$ cat src/verilog/cpu_pkg.sv
`default_nettype none

package cpu_pkg;

	typedef enum logic [3:0] {
		OP_ADD  = 4'b0000,
		OP_SUB  = 4'b0001,
		OP_ADDI = 4'b0010,
		OP_SLL  = 4'b0100,
		OP_SRA  = 4'b0101,
		OP_BR   = 4'b1100,
		OP_HLT  = 4'b1111
	} opcode_e;	// Unlisted codes run as no-ops

	typedef enum logic [2:0] {
		COND_NEQ    = 3'b000,
		COND_EQ     = 3'b001,
		COND_GT     = 3'b010,
		COND_LT     = 3'b011,
		COND_GEQ    = 3'b100,
		COND_LEQ    = 3'b101,
		COND_OVFL   = 3'b110,
		COND_UNCOND = 3'b111
	} cond_e;

	typedef enum logic [2:0] {
		ALU_ADD = 3'd0,
		ALU_SUB = 3'd1,
		ALU_SHL = 3'd2,
		ALU_SHR = 3'd3
	} alu_op_e;

	typedef struct packed {
		opcode_e    opcode;
		logic [3:0] rd;
		logic [3:0] rs;
		logic [3:0] rt;	// Imm4 for ADDI, shift amount for SLL/SRA
	} r_fmt_t;

	typedef struct packed {
		opcode_e    opcode;
		cond_e      cond;
		logic [8:0] imm;	// Signed word offset
	} b_fmt_t;

	typedef union packed {
		r_fmt_t r;
		b_fmt_t b;
	} instr_u;

	typedef struct packed {
		logic n;
		logic v;
		logic z;
	} flags_t;

	typedef struct packed {
		logic        valid;
		logic [15:0] pc;
		instr_u      instr;
	} if_id_t;

	typedef struct packed {
		logic        valid;
		logic [15:0] pc;
		opcode_e     op;
		logic [3:0]  rd;
		logic [3:0]  rs;
		logic [3:0]  rt;
		cond_e       cond;
		logic [8:0]  imm9;
	} id_ex_t;

	typedef struct packed {
		logic [15:0] pc;
		logic        wen;
		logic [3:0]  rd;
		logic [15:0] result;
	} retire_t;

endpackage

`default_nettype wire

$ cat src/verilog/barrel_shifter.sv
`timescale 1ns/1ps
`default_nettype none

module barrel_shifter (
	input  wire logic [15:0] data,
	input  wire logic [3:0]  amount,
	input  wire logic        arith,	// 0 SLL, 1 SRA
	output logic      [15:0] result
);

	logic [15:0] stage [5];

	assign stage[0] = data;

	for (genvar i = 0; i < 4; i++) begin : g_level
		localparam int S = 1 << i;
		logic [15:0] left, right;

		assign left  = {stage[i][15-S:0], {S{1'b0}}};
		assign right = {{S{stage[i][15]}}, stage[i][15:S]};	// Sign fill

		always_comb begin
			if (!amount[i])
				stage[i+1] = stage[i];
			else if (arith)
				stage[i+1] = right;
			else
				stage[i+1] = left;
		end
	end

	assign result = stage[4];

endmodule

`default_nettype wire

$ cat src/verilog/alu.sv
`timescale 1ns/1ps
`default_nettype none

module alu import cpu_pkg::*; (
	input  wire alu_op_e     op,
	input  wire logic        imm_sel,
	input  wire logic [15:0] a,
	input  wire logic [15:0] b,
	input  wire logic [3:0]  imm4,
	output logic      [15:0] result,
	output flags_t           flags
);

	logic [15:0] imm_ext;
	logic [15:0] operand;
	logic [15:0] operand_eff;	// Inverted for SUB
	logic        sub;
	logic        shift;
	logic [15:0] sum;
	logic [15:0] shifted;
	logic        add_ovfl;

	assign imm_ext     = {{12{imm4[3]}}, imm4};
	assign operand     = imm_sel ? imm_ext : b;
	assign sub         = (op == ALU_SUB);
	assign shift       = (op == ALU_SHL) | (op == ALU_SHR);
	assign operand_eff = sub ? ~operand : operand;
	assign sum         = a + operand_eff + {15'd0, sub};

	// Same-sign operands giving a result of the other sign
	assign add_ovfl = (a[15] == operand_eff[15]) & (sum[15] != a[15]);

	barrel_shifter u_shifter (
		.data   (a),
		.amount (imm4),
		.arith  (op == ALU_SHR),
		.result (shifted)
	);

	assign result  = shift ? shifted : sum;
	assign flags.n = result[15];
	assign flags.v = shift ? 1'b0 : add_ovfl;
	assign flags.z = (result == 16'h0000);

endmodule

`default_nettype wire

$ cat src/verilog/pc_control.sv
`timescale 1ns/1ps
`default_nettype none

module pc_control import cpu_pkg::*; (
	input  wire cond_e       cond,
	input  wire logic [8:0]  imm,
	input  wire flags_t      flags,
	input  wire logic [15:0] pc,
	output logic             taken,
	output logic      [15:0] next_pc
);

	logic [15:0] pc_plus_2;
	logic [15:0] offset;
	logic [15:0] target;

	always_comb begin
		case (cond)
			COND_NEQ:    taken = ~flags.z;
			COND_EQ:     taken = flags.z;
			COND_GT:     taken = ~flags.z & ~flags.n;
			COND_LT:     taken = flags.n;
			COND_GEQ:    taken = flags.z | ~flags.n;
			COND_LEQ:    taken = flags.z | flags.n;
			COND_OVFL:   taken = flags.v;
			COND_UNCOND: taken = 1'b1;
			default:     taken = 1'b0;
		endcase
	end

	assign pc_plus_2 = pc + 16'd2;
	assign offset    = {{6{imm[8]}}, imm, 1'b0};	// Words to bytes
	assign target    = pc_plus_2 + offset;
	assign next_pc   = taken ? target : pc_plus_2;

endmodule

`default_nettype wire

$ cat src/verilog/fetch_stage.sv
`timescale 1ns/1ps
`default_nettype none

module fetch_stage import cpu_pkg::*; #(
	parameter logic [15:0] RESET_PC = 16'h0000
) (
	input  wire logic        clk,
	input  wire logic        rst_n,
	input  wire logic        redirect,
	input  wire logic [15:0] redirect_pc,
	input  wire logic        halt_req,
	output logic      [15:0] imem_addr,
	input  wire instr_u      imem_data,
	output if_id_t           if_id
);

	logic [15:0] pc;
	logic        stopped;	// Set by HLT, cleared only by reset

	assign imem_addr = pc;

	always_ff @(posedge clk or negedge rst_n) begin
		if (!rst_n) begin
			pc      <= RESET_PC;
			stopped <= 1'b0;
			if_id   <= '0;
		end else if (halt_req) begin
			stopped     <= 1'b1;
			if_id.valid <= 1'b0;	// PC frozen from here on
		end else if (redirect) begin
			pc          <= redirect_pc;
			if_id.valid <= 1'b0;	// Drop wrong-path word
		end else if (!stopped) begin
			pc          <= pc + 16'd2;
			if_id.valid <= 1'b1;
			if_id.pc    <= pc;
			if_id.instr <= imem_data;
		end else begin
			if_id.valid <= 1'b0;
		end
	end

endmodule

`default_nettype wire

$ cat src/verilog/decode_stage.sv
`timescale 1ns/1ps
`default_nettype none

module decode_stage import cpu_pkg::*; (
	input  wire logic   clk,
	input  wire logic   rst_n,
	input  wire logic   flush,
	input  wire if_id_t if_id,
	output id_ex_t      id_ex
);

	r_fmt_t  r_view;
	b_fmt_t  b_view;
	opcode_e opcode;

	assign opcode = if_id.instr.r.opcode;	// Same position in both forms
	assign r_view = if_id.instr.r;
	assign b_view = if_id.instr.b;

	always_ff @(posedge clk or negedge rst_n) begin
		if (!rst_n) begin
			id_ex <= '0;
		end else begin
			id_ex.valid <= if_id.valid & ~flush;
			id_ex.pc    <= if_id.pc;
			id_ex.op    <= opcode;
			id_ex.rd    <= r_view.rd;
			id_ex.rs    <= r_view.rs;
			id_ex.rt    <= r_view.rt;
			// Branch view overlaps rd/rs/rt
			id_ex.cond  <= b_view.cond;
			id_ex.imm9  <= b_view.imm;
		end
	end

endmodule

`default_nettype wire

$ cat src/verilog/execute_stage.sv
`timescale 1ns/1ps
`default_nettype none

module execute_stage import cpu_pkg::*; (
	input  wire logic   clk,
	input  wire logic   rst_n,
	input  wire id_ex_t id_ex,
	output logic        redirect,
	output logic [15:0] redirect_pc,
	output logic        halt_req,
	output logic        retire_valid,
	output retire_t     retire,
	output logic        halted
);

	logic [15:0] regs [16];
	flags_t      flags;
	logic [15:0] rs_val, rt_val;
	alu_op_e     alu_op;
	logic        imm_sel;
	logic        wr_op;		// Opcode writes rd and flags
	logic        wen;
	logic [15:0] alu_result;
	flags_t      alu_flags;
	logic        taken;

	assign rs_val = regs[id_ex.rs];
	assign rt_val = regs[id_ex.rt];

	always_comb begin
		alu_op  = ALU_ADD;
		imm_sel = 1'b0;
		wr_op   = 1'b1;
		case (id_ex.op)
			OP_ADD:  alu_op = ALU_ADD;
			OP_SUB:  alu_op = ALU_SUB;
			OP_ADDI: imm_sel = 1'b1;
			OP_SLL:  alu_op = ALU_SHL;
			OP_SRA:  alu_op = ALU_SHR;
			default: wr_op = 1'b0;	// BR, HLT and no-ops
		endcase
	end

	assign wen = id_ex.valid & wr_op;

	alu u_alu (
		.op      (alu_op),
		.imm_sel (imm_sel),
		.a       (rs_val),
		.b       (rt_val),
		.imm4    (id_ex.rt),
		.result  (alu_result),
		.flags   (alu_flags)
	);

	pc_control u_pc_control (
		.cond    (id_ex.cond),
		.imm     (id_ex.imm9),
		.flags   (flags),
		.pc      (id_ex.pc),
		.taken   (taken),
		.next_pc (redirect_pc)
	);

	assign redirect = id_ex.valid & (id_ex.op == OP_BR) & taken;
	assign halt_req = id_ex.valid & (id_ex.op == OP_HLT);

	always_ff @(posedge clk or negedge rst_n) begin
		if (!rst_n) begin
			for (int i = 0; i < 16; i++) begin
				regs[i] <= '0;
			end
			flags        <= '0;
			retire_valid <= 1'b0;
			halted       <= 1'b0;
		end else begin
			if (wen) begin
				regs[id_ex.rd] <= alu_result;
				flags          <= alu_flags;
			end
			retire_valid <= id_ex.valid & ~halt_req;
			if (halt_req)
				halted <= 1'b1;
		end
	end

	always_ff @(posedge clk) begin
		retire.pc     <= id_ex.pc;
		retire.wen    <= wen;
		retire.rd     <= id_ex.rd;
		retire.result <= wen ? alu_result : 16'h0000;
	end

endmodule

`default_nettype wire

$ cat src/verilog/cpu_core.sv
`timescale 1ns/1ps
`default_nettype none

module cpu_core import cpu_pkg::*; #(
	parameter logic [15:0] RESET_PC = 16'h0000
) (
	input  wire logic        clk,
	input  wire logic        rst_n,
	output logic      [15:0] imem_addr,
	input  wire instr_u      imem_data,
	output logic             retire_valid,
	output retire_t          retire,
	output logic             halted
);

	if_id_t      if_id;
	id_ex_t      id_ex;
	logic        redirect;
	logic [15:0] redirect_pc;
	logic        halt_req;

	fetch_stage #(.RESET_PC(RESET_PC)) u_fetch (
		.clk         (clk),
		.rst_n       (rst_n),
		.redirect    (redirect),
		.redirect_pc (redirect_pc),
		.halt_req    (halt_req),
		.imem_addr   (imem_addr),
		.imem_data   (imem_data),
		.if_id       (if_id)
	);

	decode_stage u_decode (
		.clk   (clk),
		.rst_n (rst_n),
		.flush (redirect | halt_req),	// Kill the word behind a branch or HLT
		.if_id (if_id),
		.id_ex (id_ex)
	);

	execute_stage u_execute (
		.clk          (clk),
		.rst_n        (rst_n),
		.id_ex        (id_ex),
		.redirect     (redirect),
		.redirect_pc  (redirect_pc),
		.halt_req     (halt_req),
		.retire_valid (retire_valid),
		.retire       (retire),
		.halted       (halted)
	);

endmodule

`default_nettype wire

$ cat config.mk
export PLATFORM = sky130hd
export DESIGN_NAME = cpu_core
export DESIGN_NICKNAME = d
export VERILOG_FILES = /design/src/verilog/cpu_pkg.sv /design/src/verilog/barrel_shifter.sv /design/src/verilog/alu.sv /design/src/verilog/pc_control.sv /design/src/verilog/fetch_stage.sv /design/src/verilog/decode_stage.sv /design/src/verilog/execute_stage.sv /design/src/verilog/cpu_core.sv
export SDC_FILE = /design/constraint.sdc
export NUM_CORES = 1
export LEC_CHECK = 0
export CORE_UTILIZATION = 55
export CTS_BUF_LIST = sky130_fd_sc_hd__clkbuf_8
export DETAILED_ROUTE_END_ITERATION = 10
export DONT_BUFFER_PORTS = 1
export PLACE_DENSITY = 0.68
export SYNTH_ARGS = -nofsm -noshare
export SYNTH_HDL_FRONTEND = slang
export SYNTH_SLANG_ARGS = --single-unit
$ cat constraint.sdc
create_clock -name clk -period 13.5 [get_ports clk]
set_input_delay 3.375 -clock clk [delete_from_list [all_inputs] [get_ports clk]]
set_output_delay 3.375 -clock clk [all_outputs]
set_load 0.005 [all_outputs]
==> impl_results.md <==
- Hold Buf Count CTS: 0
- Worst-path clk slew: 60 ps
- Tmin final: 6308 ps
- Setup TNS: 0 ps
- Placed cell areas: 22080 sq um
- Via density: 6.763
- Postcts setup bufs: 0
- Final setup fails: 0
- Crit-path max FO: 55
- Layout cells sized above 1: 0.1623
- Post_cts resized: 0
- Crit path max-delay family: simple AND/OR/NAND/NOR gates
- Synth Cell Area: 21840 sq um
- Crit end category: flop
- Setup skew after layout: 40.90 ps
- RSZ-0062 raised after global routing: no
- Reg2Reg Depth: 17
- Synth Net Count: 2219
- Buf/Inv on CP: 1
- CP peak stage delay: 800 ps
- Sequential share of the synthesized area: 0.4269
- FF-to-FF End: u_execute.flags[0]$_DFFE_PN0P_
- Synth-to-Final Area Change: 7.166%
- Number of global-route vias before repair: 17.69k
- Cell Chain, Critical Path: buf_4, mux4_1, mux2_2, nand2b_1, and2_1, ha_1, and3_1, a221o_1, a21o_1, or3_1, a21oi_1, a221oi_1, nand4_1, o2111ai_1, nor4b_2, nand4_1, o41ai_2
- TritonCTS Buffers: 66
- Crit share post-route: 0.4672
- Worst Path Required: 14040 ps
- Worst setup path class: flop to flop
- H-tree Lvls: 3
- Clk Latency, worst-skew pair: 650 ps
- Achievable frequency: 158.5 MHz
- Remaining global-route overflow: 0
- Hold EP: u_decode.id_ex[36]$_DFF_PN0_
- DR DRC count: 0
- Hold path depth: 0
- Largest net degree at the start of global routing: 344
- Max-slew violation count: 0
- EDFF count, synth: 0
- Final hold vios: 0
- Ys async rst share: 0.9026
- Initial Utilization: 0.5612
- Final WL: 75210 um
- Layout net count: 2159
- CTS tree: yes
- GRT Total Usage: 0.3787
- Gp weighted congestion: 1.047
- Io pins: 73
- # rows: 72
- Horiz. Die Dim: 201.3 um
- Design area: 23410 sq um
- Cells after Synth: 2166
- Routed Antenna Nets: 0
- Maximum root-to-sink buffer count: 3
- Drt first pass iters: 7
- Startpoint types: flop
- Core Util, Final: 0.6015
- Wire length per cell: 28.10 um
- IO buf count: 0
- R2r startpoint: u_decode.id_ex[5]$_DFF_PN0_
- Root Driver: clkbuf_8
- Worst-Margin Slew: 1299 ps
- Primary FF master, synth: dfrtp_1
- Hold wc startpoint: u_fetch.if_id[24]$_DFFE_PN0P_
- MaxCap Viol Count: 0
- Worst Path Arrival: 6850 ps
- Yosys cell types: 97
- Initial antenna violation count: 3
- Initial drt markers: 2244
- Slowest CP cell: buf_4
- Core area: 38920 sq um
- Die area: 40510 sq um
- Yosys reg bits: 380
- DP Wirelength: 49720 um
- Slew margin rel.: 0.1323
- R2R Setup Slk: 7190 ps
- Clock Sinks: 380
- Syn Area/Cell: 10.08 sq um
- Die Height: 201.3 um
- First-pass GRT wire length: 113500 um
- Worst Hold Class: flop to flop
- Via Count: 18.10k
- Ys Warns: 0
- Top cell by count, worst path: nand4_1
- Status: completed
## cell usage after synthesis (all sizes together) (18+ instances only)
master,number,area (sq um)
o21ai,316,1582
dfxtp,37,740.7
a22oi,20,150.1
o22ai,18,118.9
mux4,121,2744
mux2,52,585.6
nand3,39,195.2
dfrtp,343,8583
mux2i,76,785.8
ha,33,412.9
a21oi,53,272.8
nor2,126,478.0
xnor2,50,437.9
and3,19,118.9
nand2,370,1389
clkbuf,118,444.2
buf,47,310.3
nor3,24,120.1
inv,21,78.83
## worst max-delay path by stage
stage                                     start                             end  slack [ps]  cells after the start
detailed placement  u_decode.id_ex[5]$_DFF_PN0_  u_execute.flags[0]$_DFFE_PN0P_        7320                     17
floorplan           u_decode.id_ex[0]$_DFF_PN0_  u_execute.flags[2]$_DFFE_PN0P_        7520                     24
finish              u_decode.id_ex[5]$_DFF_PN0_  u_execute.flags[0]$_DFFE_PN0P_        7190                     17
global route        u_decode.id_ex[0]$_DFF_PN0_  u_execute.flags[0]$_DFFE_PN0P_        6800                     19
global placement    u_decode.id_ex[5]$_DFF_PN0_  u_execute.flags[0]$_DFFE_PN0P_        7480                     17
CTS                 u_decode.id_ex[5]$_DFF_PN0_  u_execute.flags[0]$_DFFE_PN0P_        7270                     17
## cell families (layout without fill, tap and decap cells)
group                    after synthesis  in the layout  share of synthesized area
flip-flops                           380            380                     0.4269
multiplexers                         249            249                     0.1884
XOR/XNOR                              67             67                    0.02687
buffers and inverters                189            179                    0.03867
AO/OA/AOI/OAI                        563            563                     0.1609
other                                  0              2                          0
adder cells (fa/ha/maj)               35             35                    0.02074
AND/OR/NAND/NOR                      683            683                     0.1375
## cells in the final DEF, fill, tap and decap left out, types with 9 or more instances in the layout
cell type and count:
a211oi_1 11, a21o_1 14, a21oi_1 51, a22oi_1 20
a31oi_1 9, and2_1 12, and3_1 19, buf_4 37
clkbuf_8 75, clkinv_2 9, dfrtp_1 336, dfxtp_1 37
ha_1 33, inv_1 42, mux2_2 52, mux2i_1 74
mux4_2 116, nand2_1 359, nand2_2 11, nand2b_1 14
nand3_1 39, nand4_1 17, nor2_1 124, nor2b_1 17
nor3_1 24, nor4_1 9, o2111ai_1 9, o211ai_1 12
o21ai_0 310, o22ai_1 17, or3_1 15, xnor2_1 50
xor2_1 17
## routing by layer
layer | up-vias | GRT usage | share of wire
li1 | 7792 | - | -
met1 | 9065 | 0.5361 | 0.42
met2 | 1025 | 0.5570 | 0.43
met3 | 214 | 0.08552 | 0.099
met4 | 2 | 0.1759 | 0.050
met5 | - | 0 | 0.00017
## metrics by stage
| stage | worst slack (ps) | hold slack, ps | std cells |
|---|---|---|---|
| after floorplan | 7522 | 343.6 | 2166 |
| after global placement | 7481 | 349.3 | 2556 |
| after detailed placement | 7320 | 356.3 | 2556 |
| after CTS | 7273 | 366.6 | 2674 |
| after global routing | 6800 | 378.2 | 2675 |
| final | 7192 | 359.3 | 2676 |
## layout make-up
cell class / count / area, sq um
fillers: 3353 / 15510
multi-input cells: 1597 / 11730
flip-flops and latches: 380 / 9343
clock buffers: 75 / 1032
well taps: 518 / 648.1
clock inverters: 43 / 285.3
repair buffers: 37 / 277.8
inverters: 24 / 90.09
diodes: 2 / 5.005
## flip-flops by register name, summed over array words and instances (netlist names)
signal,flops
u_execute.flags,3
u_execute.retire,37
u_execute.retire_valid,1
u_fetch.if_id,33
u_fetch.imem_addr,16
u_execute.halted,1
u_execute.regs,256
u_decode.id_ex,33
Power is not shown: default switching activity piles up to over one toggle a cycle in this logic, so the estimate is an artifact.
